## src/decode_defs.svh

```systemverilog
//////////////////////////////////////////////////
// Widths and RV32I major opcodes of the decode
// stage. Included by the package and by every
// RTL file that uses a width or an opcode
//////////////////////////////////////////////////

`ifndef DECODE_DEFS_SVH
`define DECODE_DEFS_SVH

`define XLEN              32          // Data and PC width
`define REG_AW            5           // Register bank address width

// Major opcodes, bits 6:0
`define OPC_LUI           7'b0110111
`define OPC_AUIPC         7'b0010111
`define OPC_JAL           7'b1101111
`define OPC_JALR          7'b1100111
`define OPC_BRANCH        7'b1100011
`define OPC_LOAD          7'b0000011
`define OPC_STORE         7'b0100011
`define OPC_OP_IMM        7'b0010011
`define OPC_OP            7'b0110011
`define OPC_MISC_MEM      7'b0001111

`define INSTR_ALIGN_BITS  2           // PC low bits zero on an aligned fetch

`endif

```

## src/decode_pkg.sv

```systemverilog
//////////////////////////////////////////////////
// Types shared by the decode stage modules
// Widths come from the defines header
//////////////////////////////////////////////////

`include "decode_defs.svh"

package decode_pkg;

    typedef logic [`XLEN-1:0]   word_t;      // Instruction, data or PC
    typedef logic [`REG_AW-1:0] reg_addr_t;  // Register bank address

    // Operation handed on to execute
    typedef enum logic [4:0] {
        NOP,
        LUI,
        ADD, SUB,                            // AUIPC also maps to ADD
        SLL, SLT, SLTU, XOR, SRL, SRA, OR, AND,
        BEQ, BNE, BLT, BGE, BLTU, BGEU,
        JAL, JALR,
        LB, LH, LW, LBU, LHU,
        SB, SH, SW,
        INVALID                              // Raises the illegal flag
    } op_e;

    // Instruction format, picks immediate and operand placement
    typedef enum logic [2:0] {
        R_FMT,
        I_FMT,
        S_FMT,
        B_FMT,
        U_FMT,
        J_FMT
    } format_e;

endpackage

```

## src/dec_info_if.sv

```systemverilog
//////////////////////////////////////////////////
// Decoded instruction info, from the decoder to
// the lock control and the operand datapath
//////////////////////////////////////////////////

`timescale 1ns/1ps

interface dec_info_if;
    import decode_pkg::*;

    op_e       op;        // Decoded operation
    format_e   fmt;       // Instruction format
    logic      use_rs1;   // Reads rs1
    logic      use_rs2;   // Reads rs2
    logic      is_load;
    logic      is_store;
    reg_addr_t rd;        // Destination, bits 11:7

    // Decoder side
    modport producer (output op, fmt, use_rs1, use_rs2, is_load, is_store, rd);

    // Register lock only needs the use flags and destination
    modport lock (input use_rs1, use_rs2, is_load, is_store, rd);

    // Immediate and operand selection
    modport datapath (input op, fmt);

endinterface

```

## src/op_decoder.sv

```systemverilog
//////////////////////////////////////////////////
// RV32I opcode decoder. Turns opcode, funct3 and
// funct7 into an operation and a format, plus the
// register use flags for the hazard lock
//////////////////////////////////////////////////

`timescale 1ns/1ps
`include "decode_defs.svh"

module op_decoder (
    input  logic               clk,
    input  logic               reset,
    input  decode_pkg::word_t  instr_i,
    dec_info_if.producer       info
);
    import decode_pkg::*;

    logic [6:0] opcode;
    logic [2:0] funct3;
    logic [6:0] funct7;

    assign opcode = instr_i[6:0];
    assign funct3 = instr_i[14:12];
    assign funct7 = instr_i[31:25];

    //////////////////////////////////////////////////
    // Operation
    //////////////////////////////////////////////////

    always_comb begin
        info.op = INVALID;                      // Anything not matched below
        case (opcode)
            `OPC_LUI:      info.op = LUI;
            `OPC_AUIPC:    info.op = ADD;       // PC + imm in execute
            `OPC_JAL:      info.op = JAL;
            `OPC_JALR:     info.op = JALR;
            `OPC_BRANCH: begin
                case (funct3)
                    3'b000:  info.op = BEQ;
                    3'b001:  info.op = BNE;
                    3'b100:  info.op = BLT;
                    3'b101:  info.op = BGE;
                    3'b110:  info.op = BLTU;
                    3'b111:  info.op = BGEU;
                    default: info.op = INVALID;
                endcase
            end
            `OPC_LOAD: begin
                case (funct3)
                    3'b000:  info.op = LB;
                    3'b001:  info.op = LH;
                    3'b010:  info.op = LW;
                    3'b100:  info.op = LBU;
                    3'b101:  info.op = LHU;
                    default: info.op = INVALID;
                endcase
            end
            `OPC_STORE: begin
                case (funct3)
                    3'b000:  info.op = SB;
                    3'b001:  info.op = SH;
                    3'b010:  info.op = SW;
                    default: info.op = INVALID;
                endcase
            end
            `OPC_OP_IMM: begin
                // funct7 only matters for the shifts
                case (funct3)
                    3'b000:  info.op = ADD;
                    3'b001:  info.op = (funct7 == 7'b0000000) ? SLL : INVALID;
                    3'b010:  info.op = SLT;
                    3'b011:  info.op = SLTU;
                    3'b100:  info.op = XOR;
                    3'b101:  info.op = (funct7 == 7'b0000000) ? SRL :
                                       (funct7 == 7'b0100000) ? SRA : INVALID;
                    3'b110:  info.op = OR;
                    default: info.op = AND;
                endcase
            end
            `OPC_OP: begin
                case ({funct7, funct3})
                    10'b0000000_000: info.op = ADD;
                    10'b0100000_000: info.op = SUB;
                    10'b0000000_001: info.op = SLL;
                    10'b0000000_010: info.op = SLT;
                    10'b0000000_011: info.op = SLTU;
                    10'b0000000_100: info.op = XOR;
                    10'b0000000_101: info.op = SRL;
                    10'b0100000_101: info.op = SRA;
                    10'b0000000_110: info.op = OR;
                    10'b0000000_111: info.op = AND;
                    default:         info.op = INVALID;
                endcase
            end
            `OPC_MISC_MEM: info.op = (funct3 == 3'b000) ? NOP : INVALID;  // FENCE is a no-op
            default:       info.op = INVALID;   // SYSTEM included
        endcase
    end

    //////////////////////////////////////////////////
    // Format and register use
    //////////////////////////////////////////////////

    // Only bits 6:2 select, low bits forced to 11
    always_comb begin
        case ({opcode[6:2], 2'b11})
            `OPC_JALR, `OPC_LOAD, `OPC_OP_IMM: info.fmt = I_FMT;
            `OPC_STORE:                        info.fmt = S_FMT;
            `OPC_BRANCH:                       info.fmt = B_FMT;
            `OPC_LUI, `OPC_AUIPC:              info.fmt = U_FMT;
            `OPC_JAL:                          info.fmt = J_FMT;
            default:                           info.fmt = R_FMT;  // OP, FENCE, unknown
        endcase
    end

    assign info.use_rs1  = (info.fmt != U_FMT) && (info.fmt != J_FMT);
    assign info.use_rs2  = (info.fmt == R_FMT) || (info.fmt == S_FMT) || (info.fmt == B_FMT);
    assign info.is_load  = (opcode == `OPC_LOAD);
    assign info.is_store = (opcode == `OPC_STORE);
    assign info.rd       = instr_i[11:7];

    // Lock control and operand muxes both depend on a resolved format
    a_fmt_known: assert property (@(posedge clk) disable iff (reset)
        !$isunknown(info.fmt));

endmodule

```

## src/imm_gen.sv

```systemverilog
//////////////////////////////////////////////////
// Immediate generator. Builds every RV32I form and
// picks one by the decoded format
//////////////////////////////////////////////////

`timescale 1ns/1ps
`include "decode_defs.svh"

module imm_gen (
    input  decode_pkg::word_t  instr_i,
    dec_info_if.datapath       info,
    output decode_pkg::word_t  imm_o
);
    import decode_pkg::*;

    word_t imm_i;
    word_t imm_s;
    word_t imm_b;
    word_t imm_u;
    word_t imm_j;

    // Sign always from bit 31
    assign imm_i = {{21{instr_i[31]}}, instr_i[30:20]};
    assign imm_s = {{21{instr_i[31]}}, instr_i[30:25], instr_i[11:7]};
    assign imm_b = {{20{instr_i[31]}}, instr_i[7], instr_i[30:25], instr_i[11:8], 1'b0};
    assign imm_u = {instr_i[31:12], 12'b0};                   // Upper 20 bits
    assign imm_j = {{12{instr_i[31]}}, instr_i[19:12], instr_i[20],
                    instr_i[30:21], 1'b0};

    always_comb begin
        case (info.fmt)
            I_FMT:   imm_o = imm_i;
            S_FMT:   imm_o = imm_s;
            B_FMT:   imm_o = imm_b;
            U_FMT:   imm_o = imm_u;
            J_FMT:   imm_o = imm_j;
            default: imm_o = '0;   // R format has none
        endcase
    end

endmodule

```

## src/hazard_ctrl.sv

```systemverilog
//////////////////////////////////////////////////
// Hazard control. Holds the replay register and
// the one-entry register lock, raises the bubble
// request on RAW and store-then-load hazards
//////////////////////////////////////////////////

`timescale 1ns/1ps
`include "decode_defs.svh"

module hazard_ctrl (
    input  logic                   clk,
    input  logic                   reset,
    input  logic                   stall_i,
    input  decode_pkg::word_t      instr_i,
    dec_info_if.lock               info,
    output decode_pkg::word_t      instr_o,
    output decode_pkg::reg_addr_t  rs1_o,
    output decode_pkg::reg_addr_t  rs2_o,
    output decode_pkg::reg_addr_t  rd_o,
    output logic                   hazard_o
);
    import decode_pkg::*;

    word_t     last_instr;     // Instruction decoded last cycle
    logic      last_hazard;    // Last cycle issued a bubble
    reg_addr_t locked_reg;     // Destination still in flight
    logic      locked_store;   // Store still in flight
    reg_addr_t target_reg;
    logic      target_store;
    logic      hazard_rs1;
    logic      hazard_rs2;
    logic      hazard_mem;

    //////////////////////////////////////////////////
    // Replay
    //////////////////////////////////////////////////

    always_ff @(posedge clk) begin
        last_instr <= instr_o;
    end

    always_ff @(posedge clk) begin
        if (reset) begin
            last_hazard <= 1'b0;   // First instruction from fetch
        end else begin
            last_hazard <= hazard_o;
        end
    end

    // Re-decode the held word after a bubble
    assign instr_o = last_hazard ? last_instr : instr_i;
    assign rs1_o   = instr_o[19:15];   // Straight to the register bank
    assign rs2_o   = instr_o[24:20];

    //////////////////////////////////////////////////
    // Register lock
    //////////////////////////////////////////////////

    assign hazard_rs1 = info.use_rs1 && (rs1_o != '0) && (locked_reg == rs1_o);
    assign hazard_rs2 = info.use_rs2 && (rs2_o != '0) && (locked_reg == rs2_o);
    assign hazard_mem = info.is_load && locked_store;   // Load right behind a store
    assign hazard_o   = hazard_rs1 || hazard_rs2 || hazard_mem;

    // Bubble locks nothing, so the replay goes through
    assign target_reg   = hazard_o ? '0 : info.rd;
    assign target_store = hazard_o ? 1'b0 : info.is_store;

    always_ff @(posedge clk) begin
        if (reset) begin
            locked_reg   <= '0;
            locked_store <= 1'b0;
            rd_o         <= '0;
        end else if (hazard_o || !stall_i) begin   // Hazard wins over stall
            rd_o         <= locked_reg;            // Lines up with execute result
            locked_reg   <= target_reg;
            locked_store <= target_store;
        end
    end

    // Replay after a bubble must always issue
    a_single_bubble: assert property (@(posedge clk) disable iff (reset)
        hazard_o |=> !hazard_o);

endmodule

```

## src/operand_stage.sv

```systemverilog
//////////////////////////////////////////////////
// Operand selection and the registered outputs of
// the decode stage, with the exception flags
//////////////////////////////////////////////////

`timescale 1ns/1ps
`include "decode_defs.svh"

module operand_stage (
    input  logic               clk,
    input  logic               reset,
    input  logic               stall_i,
    input  logic               hazard_i,
    dec_info_if.datapath       info,
    input  decode_pkg::word_t  instr_i,
    input  decode_pkg::word_t  pc_i,
    input  decode_pkg::word_t  imm_i,
    input  decode_pkg::word_t  rs1_data_i,
    input  decode_pkg::word_t  rs2_data_i,
    output decode_pkg::op_e    op_o,
    output decode_pkg::word_t  op1_o,
    output decode_pkg::word_t  op2_o,
    output decode_pkg::word_t  op3_o,
    output decode_pkg::word_t  pc_o,
    output logic               exc_illegal_o,
    output logic               exc_misaligned_o
);
    import decode_pkg::*;

    word_t op1;
    word_t op2;
    word_t op3;
    logic  illegal;
    logic  misaligned;

    always_comb begin
        case (info.fmt)
            U_FMT, J_FMT: begin   // Link or PC-relative
                op1 = pc_i;
                op2 = imm_i;
                op3 = imm_i;
            end
            R_FMT, B_FMT: begin   // Branch offset rides in op3
                op1 = rs1_data_i;
                op2 = rs2_data_i;
                op3 = imm_i;
            end
            S_FMT: begin          // Store data in op3
                op1 = rs1_data_i;
                op2 = imm_i;
                op3 = rs2_data_i;
            end
            default: begin        // I format
                op1 = rs1_data_i;
                op2 = imm_i;
                op3 = imm_i;
            end
        endcase
    end

    // Compressed quadrants are not supported
    assign illegal    = (info.op == INVALID) || (instr_i[1:0] != 2'b11);
    assign misaligned = pc_i[`INSTR_ALIGN_BITS-1:0] != '0;

    always_ff @(posedge clk) begin
        if (reset || hazard_i) begin   // Bubble looks like reset
            op_o             <= NOP;
            op1_o            <= '0;
            op2_o            <= '0;
            op3_o            <= '0;
            pc_o             <= '0;
            exc_illegal_o    <= 1'b0;
            exc_misaligned_o <= 1'b0;
        end else if (!stall_i) begin
            op_o             <= info.op;
            op1_o            <= op1;
            op2_o            <= op2;
            op3_o            <= op3;
            pc_o             <= pc_i;
            exc_illegal_o    <= illegal;
            exc_misaligned_o <= misaligned;
        end
    end

    // Execute never sees the instruction that hit the hazard
    a_bubble_nop: assert property (@(posedge clk) disable iff (reset)
        hazard_i |=> (op_o == NOP));

endmodule

```

## src/decode_stage.sv

```systemverilog
//////////////////////////////////////////////////
// Decode stage top level of the RV32I core. Sits
// between fetch and execute, reads the register
// bank and issues bubbles on hazards
//////////////////////////////////////////////////

`timescale 1ns/1ps

module decode_stage (
    input  logic         clk,
    input  logic         reset,
    input  logic         stall_i,
    input  logic [31:0]  instr_i,
    input  logic [31:0]  pc_i,
    input  logic [31:0]  rs1_data_i,
    input  logic [31:0]  rs2_data_i,
    output logic [4:0]   rs1_o,        // Register bank read ports
    output logic [4:0]   rs2_o,
    output logic [4:0]   rd_o,         // One cycle behind op_o
    output logic [4:0]   op_o,         // op_e encoding
    output logic [31:0]  op1_o,
    output logic [31:0]  op2_o,
    output logic [31:0]  op3_o,
    output logic [31:0]  pc_o,
    output logic         hazard_o,     // Bubble request to fetch
    output logic         exc_illegal_o,
    output logic         exc_misaligned_o
);
    import decode_pkg::*;

    word_t instr;   // Fetch word or replayed word
    word_t imm;

    dec_info_if info ();

    hazard_ctrl i_hazard_ctrl (
        .clk      (clk),
        .reset    (reset),
        .stall_i  (stall_i),
        .instr_i  (instr_i),
        .info     (info.lock),
        .instr_o  (instr),
        .rs1_o    (rs1_o),
        .rs2_o    (rs2_o),
        .rd_o     (rd_o),
        .hazard_o (hazard_o)
    );

    op_decoder i_op_decoder (
        .clk     (clk),
        .reset   (reset),
        .instr_i (instr),
        .info    (info.producer)
    );

    imm_gen i_imm_gen (
        .instr_i (instr),
        .info    (info.datapath),
        .imm_o   (imm)
    );

    operand_stage i_operand_stage (
        .clk              (clk),
        .reset            (reset),
        .stall_i          (stall_i),
        .hazard_i         (hazard_o),
        .info             (info.datapath),
        .instr_i          (instr),
        .pc_i             (pc_i),
        .imm_i            (imm),
        .rs1_data_i       (rs1_data_i),
        .rs2_data_i       (rs2_data_i),
        .op_o             (op_o),
        .op1_o            (op1_o),
        .op2_o            (op2_o),
        .op3_o            (op3_o),
        .pc_o             (pc_o),
        .exc_illegal_o    (exc_illegal_o),
        .exc_misaligned_o (exc_misaligned_o)
    );

endmodule

```

## config.mk

```make
export PLATFORM = sky130hd
export DESIGN_NAME = decode_stage
export DESIGN_NICKNAME = d
export VERILOG_FILES = /design/src/decode_pkg.sv /design/src/dec_info_if.sv /design/src/op_decoder.sv /design/src/imm_gen.sv /design/src/hazard_ctrl.sv /design/src/operand_stage.sv /design/src/decode_stage.sv
export VERILOG_INCLUDE_DIRS = /design/src
export SDC_FILE = /design/constraint.sdc
export NUM_CORES = 1
export LEC_CHECK = 0
export BUFFER_PORTS_ARGS = -buffer_cell sky130_fd_sc_hd__buf_2
export CORE_MARGIN = 5
export CORE_UTILIZATION = 56
export CTS_CLUSTER_DIAMETER = 60
export DETAILED_ROUTE_END_ITERATION = 6
export PLACE_DENSITY = 0.86
export SLEW_MARGIN = 20
export SYNTH_ARGS = -nofsm -noshare
export SYNTH_HDL_FRONTEND = slang
export SYNTH_HIERARCHICAL = 1
export SYNTH_SLANG_ARGS = --single-unit
```

## constraint.sdc

```tcl
create_clock -name clk -period 6.6 [get_ports clk]
set_input_delay 0.33 -clock clk [delete_from_list [all_inputs] [get_ports clk]]
set_output_delay 0.33 -clock clk [all_outputs]
set_load 0.02 [all_outputs]
```

==> results of run 1 <==
## stage by stage
| stage | setup slack [ns] | total power, mW |
|---|---|---|
| 3_3_place_gp | 2.149 | 1.863 |
| 5_1_grt | 1.723 | 2.995 |
| 2_1_floorplan | 2.773 | 1.700 |
| 4_1_cts | 2.043 | 2.882 |
| 6_report | 1.992 | 2.873 |
| 3_5_place_dp | 2.074 | 1.879 |
## Yosys cell counts, types with 3 or more instances
master / count
sky130_fd_sc_hd__nor2_1: 59
sky130_fd_sc_hd__o211ai_1: 5
sky130_fd_sc_hd__clkbuf_2: 4
sky130_fd_sc_hd__a31oi_1: 37
sky130_fd_sc_hd__xor2_1: 7
sky130_fd_sc_hd__clkbuf_1: 33
sky130_fd_sc_hd__buf_6: 13
sky130_fd_sc_hd__buf_4: 21
sky130_fd_sc_hd__nand2b_1: 17
sky130_fd_sc_hd__nand2_1: 57
sky130_fd_sc_hd__nand4_1: 4
sky130_fd_sc_hd__a221oi_2: 45
sky130_fd_sc_hd__or3_1: 5
sky130_fd_sc_hd__a21oi_1: 72
sky130_fd_sc_hd__mux2i_1: 89
sky130_fd_sc_hd__xnor2_1: 3
sky130_fd_sc_hd__dfxtp_1: 179
sky130_fd_sc_hd__o21ai_2: 5
sky130_fd_sc_hd__buf_2: 21
sky130_fd_sc_hd__a2111oi_0: 3
sky130_fd_sc_hd__a22o_1: 3
sky130_fd_sc_hd__dlygate4sd1_1: 3
sky130_fd_sc_hd__mux2_2: 23
sky130_fd_sc_hd__nor3_1: 12
sky130_fd_sc_hd__and2_1: 7
sky130_fd_sc_hd__o21ai_1: 28
sky130_fd_sc_hd__nand3b_1: 3
sky130_fd_sc_hd__clkbuf_8: 10
sky130_fd_sc_hd__a221oi_1: 20
sky130_fd_sc_hd__a21o_1: 8
sky130_fd_sc_hd__inv_1: 81
sky130_fd_sc_hd__nor2b_1: 6
sky130_fd_sc_hd__o21ai_0: 19
sky130_fd_sc_hd__o21bai_1: 34
## layout make-up
| type | instances | area share |
|---|---|---|
| clock buffer | 18 | 0.04056 |
| multi-input combinational | 621 | 0.4251 |
| tap | 216 | 0.02496 |
| sequential | 179 | 0.3309 |
| timing repair buffer | 290 | 0.1370 |
| clock inverter | 14 | 0.01329 |
| inverter | 81 | 0.02808 |
## path summary, 6_finish.rpt
path | to | from | cells after the start
worst max-delay path | i_operand_stage/op1_o[14]$_SDFFE_PP0N_ | i_hazard_ctrl/last_hazard$_SDFF_PP0_ | 12
worst min-delay path | i_operand_stage/pc_o[8]$_SDFFE_PP0N_ | pc_i[8] | 3
worst max register to register | i_operand_stage/op1_o[14]$_SDFFE_PP0N_ | i_hazard_ctrl/last_hazard$_SDFF_PP0_ | 12
worst min register to register | i_operand_stage/op3_o[6]$_SDFFE_PP0N_ | i_operand_stage/op3_o[6]$_SDFFE_PP0N_ | 2
## cells by family (layout without fill, tap and decap cells)
logic type      after synthesis  after routing
flops                       179            179
buf+inv                     188            403
xor+xnor                     12             12
compound gates              303            303
mux                         112            112
simple gates                194            194
## power by group through the flow
stage | Sequential, mW | Clock (mW) | Combinational [mW]
floorplan | 1.32 | 0 | 0.376
global placement | 1.24 | 0 | 0.622
detailed placement | 1.24 | 0 | 0.634
CTS | 1.22 | 1.03 | 0.636
global route | 1.23 | 1.08 | 0.688
finish | 1.22 | 1.01 | 0.639
## critical path: cells and delay by family (launching register included)
kind	cells	cell delay [ns]
buf+inv	1	0.39
mux	1	0.57
simple gates	5	1.71
compound gates	5	0.71
flops	1	0.96
## layer usage
layer  global-route usage  vias up  routed length (um)
met5                    0        -                   7
met4              0.07696        2                 537
met3              0.08828       44                2538
met2               0.4381      428               12840
met1               0.3169     3978               10660
li1                     -     3917                   -
==> results.txt, run 1 <==
The post-layout net count is 1,321. The post-synth net total is 1,119. The sink count of the clock tree is 179. The post-synthesis cell area is 0.009213 sq mm. Dividing the final minimum period by the clock period gives 0.6982. The master of the slowest instance on the critical path is sky130_fd_sc_hd__dfxtp_1. The number of global-route vias before repair is 7,923. The critical path data required time is 6.86 ns. The die outline area came out at 0.01912 sq mm.

In the final layout, the share of cells above drive strength 1 is 0.3433. In the final timing run, aggregate negative setup slack is 0 ns. In the routed layout, each cell is associated on average with a via count of 5.898.

The area of all placed cells without fillers came out at 0.01083 sq mm. The endpoint kind of the worst setup timing path is a flip-flop. The sequential share of the synthesized area came out at 0.3890. The area taken by multi-input logic gates came out at 0.004603 sq mm. The relative slew slack came out at 0.2023.

The final core utilization is 0.6767. For the worst-skew pair, the clock arrives at the later sink with an insertion delay of 0.43 ns. The count of final setup violators is 0. The cell area power density is 265.3 mW/mm^2. In this run the tool buffered the top-level ports with 281 buffer cells. The worst setup path is launched from a flip-flop. The minimum clock period after layout is 4.608 ns. The share of power burned in combinational logic came out at 0.222. The hold violation count in the final report came to 0. Timing would allow up to 0.2170 GHz. The async set-reset flop share out of synthesis came out at 0.

The global-route total usage across every layer came out at 0.2603. The multiplexer share of the synthesized area is 0.1248. The critical path in this run is classified as flip-flop to flip-flop. The complex-gate fraction of the synthesized area came out at 0.2534. The design internal power is 1.946 mW. The residual DRC count is 0. Across the run, the number of max-cap violations was 0. The actual transition at the worst max-transition pin came out at 1.195 ns. Of the total synthesized cell area, the portion taken by XOR and XNOR cells is 0.01304.

Ranked by total cell area, the synthesized netlist is headed by sky130_fd_sc_hd__dfxtp_1 39%, sky130_fd_sc_hd__mux2i_1 9.7%, sky130_fd_sc_hd__a221oi_2 7.3%. The count of final max-slew check failures came out at 0. The filler cells instantiated in the layout total 1,282. The vertical die dimension is 138.3 um. Hold repair after CTS inserted 0 buffers.

The cell accounting for the most synthesized area is sky130_fd_sc_hd__dfxtp_1. The synthesized flop and latch total is 179. The worst clock skew came out at 0.01466 ns. The detail route stage leaves a number of antenna-violating nets equal to 0. The global route total overflow came out at 0. The combinational family with the most area after synthesis is compound AO/OA/AOI/OAI gates.

The area added between synthesis and finish is 17.53%. During synthesis, Yosys emitted a total of 6 warnings. Setup repair after global routing left no endpoint under its margin. The final non-filler cell total came out at 1,419.

Traced cell by cell, the critical path runs through mux2_2 > nand2b_1 > nor2_1 > o21ai_0 > o41a_1 > o211ai_1 > or4_4 > nand3_1 > or2_4 > buf_4 > o21bai_1 > a21oi_1. The HPWL after detailed placement is 18.99 mm. The clock power share came out at 0.352. The CTS tree is built. In the synthesized netlist the dominant register cell turns out to be sky130_fd_sc_hd__dfxtp_1.

Leaving out fill and tap cells, the most frequent cell in the layout is sky130_fd_sc_hd__buf_2. The flop-to-flop setup slack came out at 1.99 ns. The clock transition at the registers of the reported paths came out at 0.07 ns. The DRC marker count from the first detailed-route iteration came out at 644. The maximum cell stage delay along the critical path is 0.96 ns. The total number of vias came out at 8,369.

The number of buffers inserted during clock tree synthesis came out at 17. The final-layout worst hold slack came out at 0.1494 ns. Buffers added to address setup during post-CTS repair amount to 0. The area used by sequential logic in the layout is 0.003583 sq mm. The average wire per cell in the routed design came out at 18.74 um. The worst endpoint data arrival time is 4.87 ns.

The total instance count after detailed placement came out at 1,387. In this run the deepest clock path goes through 2 buffers. The proportion of netlist area held by the largest area contributor is 0.3890. The highest ir drop seen on vdd is 0.1800 mV.

The net switching fraction of the power is 0.3226. The first detailed-routing pass took 6 iterations. The number of diodes is 0. The number of antenna violations at the first check in global routing is 1. The simple logic cell fraction of the synthesized area came out at 0.1063. The row count came out at 46. The share of total power in sequential cells is 0.425.

Routability-driven placement finished with a final weighted congestion of 0.9251. The count of boundary I/O pins came out at 282. The netlist uses 77 different library cells.

The flow ran to the end, and the final reports show no timing, DRC or antenna violations. The net load switching power came out at 0.9268 mW. From left edge to right edge, the die measures 138.3 um.

The pin count of the biggest net entering global routing came out at 104. The tree is rooted in a sky130_fd_sc_hd__clkbuf_16. The effective utilization at floorplan is 0.5758. The first global-routing pass estimated 41.50 mm of wire.

The leakage power is 4.982 nW. The count of flip-flops with a built-in enable after synthesis is 0. The arithmetic-cell share of the synthesized area counting full adders, half adders and majority gates is 0.

The average cell area after synthesis is 9.324 sq um. The top cell types in the final layout, fill and taps aside, are 280 x sky130_fd_sc_hd__buf_2, 179 x sky130_fd_sc_hd__dfxtp_1, 89 x sky130_fd_sc_hd__mux2i_1. The post-synthesis instance total is 988. The count of instances resized after the clock tree is built is 0. The post-detailed-placement cell area came out at 0.01024 sq mm.

The core region is 0.01600 sq mm. Summed over all layers, the routed wires come to 26.59 mm. The type of the tightest min-delay check is primary input to flip-flop. Of all nets on the critical path, the largest fanout is 66.

The level count of the clock H-tree is 4.
Note: power is estimated with default switching activity, not from simulation.
==> run 2: changes to the inputs <==
- CORE_UTILIZATION: 56 -> 52
- PLACE_DENSITY: 0.86 -> 0.81
- clock period: 6.6 -> 4.5 ns (I/O delays scaled with it)
==> run 2 against run 1 <==
  * Power grew 49%
  * Critical path depth stayed put
  * Register-to-register slack worse by 1.3 ns
  * Clock skew down 0.0031 ns
  * Sequential share of layout area fell by 0.30 points
  * Die area grew 7.1%
  * Clock power rose by 51%
  * Setup slack got worse by 1.3 ns
  * Global-route usage is 0.57 points lower
  * Non-clock buffer count grew 6
  * Hold slack got worse by 0.11 ns
  * Sequential cell count unchanged
  * Critical endpoint is now i_operand_stage/op1_o[29]$_SDFFE_PP0N_
  * Largest cell class unchanged
==> results.txt, run 2 (synthesis gave the netlist of run 1 again) <==
The longest clock path from root to sink contains 2 buffers. The initial utilization of the core area, before any placement, comes to 0.5308. At the end of the flow the core is filled with cells to 0.6295.

After routing the design area is 0.01093 sq mm. The type of the worst setup path is flip-flop to flip-flop. The total number of vias is 8,213. The startpoint of the tightest hold check path is pc_i[27]. The number of buffers inserted during clock tree synthesis is 17. The worst register-to-register path begins at i_hazard_ctrl/last_hazard$_SDFF_PP0_.

The worst endpoint data arrival time is 4.07 ns. In the final routed layout, each cell accounts on average for 18.76 um. The clock transition at the registers of the reported paths came out at 0.07 ns.

Power spread over the standard cell area amounts to 390.6 mW/mm^2. The root buffer cell chosen for the clock tree is sky130_fd_sc_hd__clkbuf_16. The post-layout net count came out at 1,327. The hold violation count in the final report came out at 0. The global-route total usage across every layer is 0.2546. The pin count of the biggest net entering global routing is 89. The total of hold buffers inserted after clock tree synthesis came out at 0. The ratio of cells with drive above 1 in the final layout came out at 0.3449. Once the clock tree was built, the setup fixing pass inserted 0 buffers. The first-pass detailed-route iteration total is 5. The actual transition at the worst max-transition pin came out at 1.041 ns. The number of global-route vias before repair is 7,884.

For the finished layout, the period the worst path requires is 3.803 ns. Overall power consumption after layout is estimated at 4.268 mW. The peak clock frequency supported by timing came out at 0.2629 GHz. The number of antenna violations at the first check in global routing is 2. Across the VDD grid, the largest voltage drop is 0.2556 mV. Once the clock tree was built, the resizer swapped 0 gates to a different size. For this run the aggregate overflow at the end of global routing stands at 0.

The floorplan step defined a core boundary enclosing 0.01736 sq mm. Setup repair after global routing left no endpoint under its margin. The accumulated negative setup slack is 0 ns. The post-detailed-placement cell area came out at 0.01032 sq mm. The sum of net half-perimeters after detailed placement is 19.20 mm.

The first-pass GRT wire length came out at 41.98 mm. At the later pin of the worst-skew pair, clock insertion delay measures 0.43 ns. The vertical die dimension is 143.1 um.

The analysis attributes to cell leakage a power of 5.043 nW. The number of buffers inserted by port buffering came out at 281. The row count came out at 48. The worst setup path startpoint is i_hazard_ctrl/last_hazard$_SDFF_PP0_. TritonCTS built the clock tree. Headroom to the max-slew limit came out at 0.3060.

The count of final max-slew check failures is 0. The critical path data required time is 4.77 ns. The DRC marker count from the first detailed-route iteration is 498. Setup slack closes at 0.6970 ns.

The remaining antenna violation count is 0. The die outline width is 143.1 um. The library cells used most frequently in the layout, excluding fill and tap cells, are 280 x sky130_fd_sc_hd__buf_2, 179 x sky130_fd_sc_hd__dfxtp_1, 89 x sky130_fd_sc_hd__mux2i_1. The number of antenna diodes in the final layout is 0. The critical-path maximum fanout is 50. The die covers 0.02048 sq mm. The sink count of the clock tree is 179. The congestion estimate from routability-driven global placement came to 0.8990. The flow ran to the end, and the final reports show no timing, DRC or antenna violations. After detailed routing, the number of remaining DRC violations is 0. The worst clock skew came out at 0.01158 ns. The area added between synthesis and finish came out at 18.61%. STA classifies the critical path endpoint as a flip-flop.

Setup violations remaining at the end of the flow were counted as 0. The via density per instance came out at 5.727. The worst slack after detailed placement came out at 0.7468 ns.

STA classifies the critical path startpoint as a flip-flop. The count of boundary I/O pins is 282. The final critical-path share of the clock period came out at 0.8451. The level count of the clock H-tree is 4. Leaving out fill and tap cells, the most frequent cell in the layout is sky130_fd_sc_hd__buf_2. The path class of the tightest hold or removal check is primary input to flip-flop. The final layout contains routed wiring with a total length of 26.90 mm.

The tool flagged a number of max-cap violations equal to 0.
run 2: changes by cell type in the layout (fill, tap and decap cells not counted):
cell | previous run | this run
sky130_fd_sc_hd__buf_12 | 0 | 2
sky130_fd_sc_hd__bufinv_16 | 1 | 3
sky130_fd_sc_hd__inv_6 | 3 | 0
sky130_fd_sc_hd__buf_6 | 2 | 1
sky130_fd_sc_hd__inv_8 | 4 | 0
sky130_fd_sc_hd__clkinv_2 | 1 | 3
sky130_fd_sc_hd__clkinvlp_4 | 5 | 0
sky130_fd_sc_hd__clkinv_4 | 0 | 6
sky130_fd_sc_hd__clkbuf_1 | 0 | 2
sky130_fd_sc_hd__buf_4 | 8 | 13
run 2: layout make-up:
class                           instances  area, sq um
Inverter                               81        304.0
Sequential cell                       179         3583
Clock inverter                         12        157.7
Clock buffer                           20        446.7
Timing Repair Buffer                  296         1550
Fill cell                            1460         6430
Multi-Input combinational cell        621         4603
Tap cell                              225        281.5
run 2: worst max-delay path, cell delays in order, from the launching register on:
cell and delay (ns):
sky130_fd_sc_hd__dfxtp_1 0.68, sky130_fd_sc_hd__mux2_2 0.54, sky130_fd_sc_hd__nand2_1 0.18, sky130_fd_sc_hd__nor2_1 0.08, sky130_fd_sc_hd__o21ai_0 0.17, sky130_fd_sc_hd__o41a_1 0.16
sky130_fd_sc_hd__o211ai_1 0.09, sky130_fd_sc_hd__or4_4 0.55, sky130_fd_sc_hd__nand3_1 0.11, sky130_fd_sc_hd__or2_4 0.47, sky130_fd_sc_hd__buf_12 0.34, sky130_fd_sc_hd__o21bai_1 0.16
sky130_fd_sc_hd__a21oi_1 0.06
run 2: stage by stage:
| step | instances | hold WS, ns |
|---|---|---|
| after floorplan | 988 | 0.3689 |
| after global placement | 1402 | 0.4562 |
| after detailed placement | 1402 | 0.4610 |
| after CTS | 1434 | 0.02915 |
| after global routing | 1434 | 0.04593 |
| final | 1434 | 0.04227 |
run 2: worst paths after layout:
check / endpoint / cells after the start / slack [ns]
setup / recovery: i_operand_stage/op1_o[29]$_SDFFE_PP0N_ / 12 / 0.70
hold / removal: i_operand_stage/pc_o[27]$_SDFFE_PP0N_ / 3 / 0.04
setup reg to reg: i_operand_stage/op1_o[29]$_SDFFE_PP0N_ / 12 / 0.70
hold reg to reg: i_operand_stage/op2_o[18]$_SDFFE_PP0N_ / 2 / 0.47
run 2: per-layer routing:
metal / track usage / vias up / part of all wire
li1: - / 3930 / -
met1: 0.3259 / 3839 / 0.41
met2: 0.4142 / 398 / 0.47
met3: 0.07368 / 42 / 0.10
met4: 0.08304 / 4 / 0.021
met5: 0 / - / 0.0013
run 2: power breakdown:
group	leakage (nW)	total (mW)	switching, mW	internal [mW]
logic	3.26	0.949	0.603	0.346
clock network	0.298	1.53	0.637	0.891
registers	1.48	1.79	0.0726	1.72
==> run 3: changes to the inputs <==
- CORE_UTILIZATION: 52 -> 47
- PLACE_DENSITY: 0.81 -> 0.77
- clock period: 4.5 -> 3.2 ns (I/O delays scaled with it)
==> run 3 against run 2 <==
  * Critical path depth stayed put
  * Core utilization down 3.9 points
  * Wire length grew 3.1%
  * Hold slack lost 0.023 ns
  * Critical path type unchanged
  * Largest cell class unchanged
  * Highest routed layer unchanged
==> results.txt, run 3 (synthesis gave the netlist of run 1 again) <==
The buffers inserted during post-CTS setup optimization is 0. The highest ir drop seen on vdd is 0.3672 mV. The post-layout net count came out at 1,375. The number of global-route vias before repair was 8,258.

The clock power share is 0.342. Setup repair after global routing left no endpoint under its margin. The count of final max-slew check failures came out at 0. The first-pass GRT wire length came out at 43.21 mm. The total number of vias is 8,415. The effective utilization at floorplan is 0.4749. For the final database, setup skew stands at 0.01269 ns. The worst setup path is launched from a flip-flop. No sink is reached through more buffers than the 2 on the longest clock path. The first-pass detailed-route iteration total is 5. Entering global routing, the biggest net connects 71 pins.

Static timing analysis puts the maximum clock frequency at 0.3389 GHz. The critical path data required time is 3.47 ns. The accumulated negative setup slack is 0 ns. The number of buffers inserted by port buffering came out at 281. The worst endpoint data arrival time is 3.22 ns. The startpoint identified for the worst hold timing path is pc_i[19].

In the final layout, the share of cells above drive strength 1 is 0.3500. The final core utilization is 0.5906. The hold violation count in the final report is 0. The relative slew slack came out at 0.3004. The net switching fraction of the power came out at 0.3207. CTS built an H-tree with a depth of 4. TritonCTS built the clock tree.

The clock latency of the later-clocked register in the worst-skew pair came out at 0.43 ns. The share of power burned in combinational logic is 0.236. The sum of net half-perimeters after detailed placement came out at 19.46 mm. The aggregate routed wire length came out at 27.73 mm. The critical-path maximum fanout is 46.

In this run the clock root is driven by a sky130_fd_sc_hd__clkbuf_16. The smallest clock period supported by the final layout is computed as 2.951 ns. Buffers inserted during clock tree synthesis total 17. OpenSTA, run right after detailed placement, puts the worst setup slack at 0.1294 ns.

The cell area power density came out at 520.1 mW/mm^2. In this run the horizontal extent of the chip is 150.0 um. Max-cap violations in this run came to 0. The number of antenna violations at the first check in global routing came to 2. Setup slack closes at 0.2494 ns. The die is 150.0 um tall. The via density per instance is 5.525. The worst setup path is of the flip-flop to flip-flop kind. The remaining antenna violation count came out at 0. The core box area came out at 0.01940 sq mm. The global route total overflow came out at 0. The final critical-path share of the clock period came out at 0.9221. The net load switching power is 1.911 mW. After clock tree synthesis, the clock-pin slew on the worst setup and hold paths is 0.07 ns. The actual transition at the worst max-transition pin is 1.049 ns. The count of final setup violators is 0. The row count came out at 51.

In the layout the commonest cells are 280 x sky130_fd_sc_hd__buf_2, 178 x sky130_fd_sc_hd__dfxtp_1, 89 x sky130_fd_sc_hd__mux2i_1. The endpoint kind of the worst setup timing path is a flip-flop. The DRC marker count from the first detailed-route iteration came out at 536.

In this run the worst setup path begins at i_hazard_ctrl/last_hazard$_SDFF_PP0_. The residual DRC count came out at 0. The flow ran to the end, and the final reports show no timing, DRC or antenna violations.

The placer congestion estimate came out at 0.9082. In the final routed layout, each cell accounts on average for 18.21 um. Across every metal layer, demand over resource in global routing totals 0.2400. The design internal power is 4.047 mW. The count of boundary I/O pins is 282. The sink count of the clock tree is 179.

The type of the tightest min-delay check is primary input to flip-flop. Of the total power, registers draw 0.422. The startpoint identified for the worst register-to-register timing path is i_hazard_ctrl/last_hazard$_SDFF_PP0_. Leaving out fill and tap cells, the most frequent cell in the layout is sky130_fd_sc_hd__buf_2. The final-layout worst hold slack came out at 0.01969 ns. The area added between synthesis and finish came out at 24.35%.

The leakage power is 5.264 nW. The die outline area is 0.02250 sq mm.
## run 3: critical path: stages, from the launching register on
cell and delay, ns:
sky130_fd_sc_hd__dfxtp_2 0.42, sky130_fd_sc_hd__mux2_2 0.43, sky130_fd_sc_hd__nand2_2 0.12, sky130_fd_sc_hd__nor2_1 0.07, sky130_fd_sc_hd__and2_1 0.17, sky130_fd_sc_hd__o21ai_0 0.21, sky130_fd_sc_hd__o211ai_1 0.13, sky130_fd_sc_hd__or3_4 0.42
sky130_fd_sc_hd__nand3_4 0.09, sky130_fd_sc_hd__or2_4 0.15, sky130_fd_sc_hd__buf_12 0.26, sky130_fd_sc_hd__buf_12 0.22, sky130_fd_sc_hd__a221oi_1 0.06
## run 3: power by group through the flow
stage | combinational [mW] | sequential, mW | clock, mW
final | 1.41 | 2.51 | 2.04
after global routing | 1.52 | 2.53 | 2.18
after CTS | 1.40 | 2.51 | 2.08
after detailed placement | 1.37 | 2.56 | 0
after global placement | 1.36 | 2.55 | 0
after floorplan | 0.800 | 2.73 | 0
## run 3: layout make-up
| type | instances | area, sq um |
|---|---|---|
| Tap cell | 265 | 331.6 |
| Antenna cell | 1 | 2.502 |
| Multi-Input combinational cell | 621 | 4644 |
| Inverter | 81 | 304.0 |
| Fill cell | 1707 | 7943 |
| Clock buffer | 20 | 436.7 |
| Timing Repair Buffer | 344 | 2031 |
| Sequential cell | 179 | 3585 |
| Clock inverter | 12 | 121.4 |
## run 3: path summary, 6_finish.rpt
kind	cells past startpoint	endpoint	slack (ns)
max	12	i_operand_stage/op3_o[15]$_SDFFE_PP0N_	0.25
min	3	i_operand_stage/pc_o[19]$_SDFFE_PP0N_	0.02
max reg2reg	12	i_operand_stage/op3_o[15]$_SDFFE_PP0N_	0.25
min reg2reg	2	i_operand_stage/op2_o[3]$_SDFFE_PP0N_	0.47
## run 3: per-stage QoR
step	area, sq um	power (mW)	instances
3_5_place_dp	10610	3.930	1462
3_3_place_gp	10610	3.909	1462
4_1_cts	11450	5.993	1522
2_1_floorplan	9336	3.530	988
6_report	11460	5.958	1523
5_1_grt	11460	6.231	1523
## run 3: timing repair
item / in CTS / in global routing
hold buffers: 28 / 0
setup endpoints to repair: 0 / 26
endpoints found under the hold margin: 28 / 0
resized for setup: 0 / 2
## run 3: routing by layer
layer / GRT usage / vias to the layer above / part of all wire
li1: - / 4027 / -
met1: 0.2997 / 3969 / 0.42
met2: 0.3938 / 365 / 0.47
met3: 0.07117 / 52 / 0.090
met4: 0.08646 / 2 / 0.028
met5: 0 / - / 0.00040
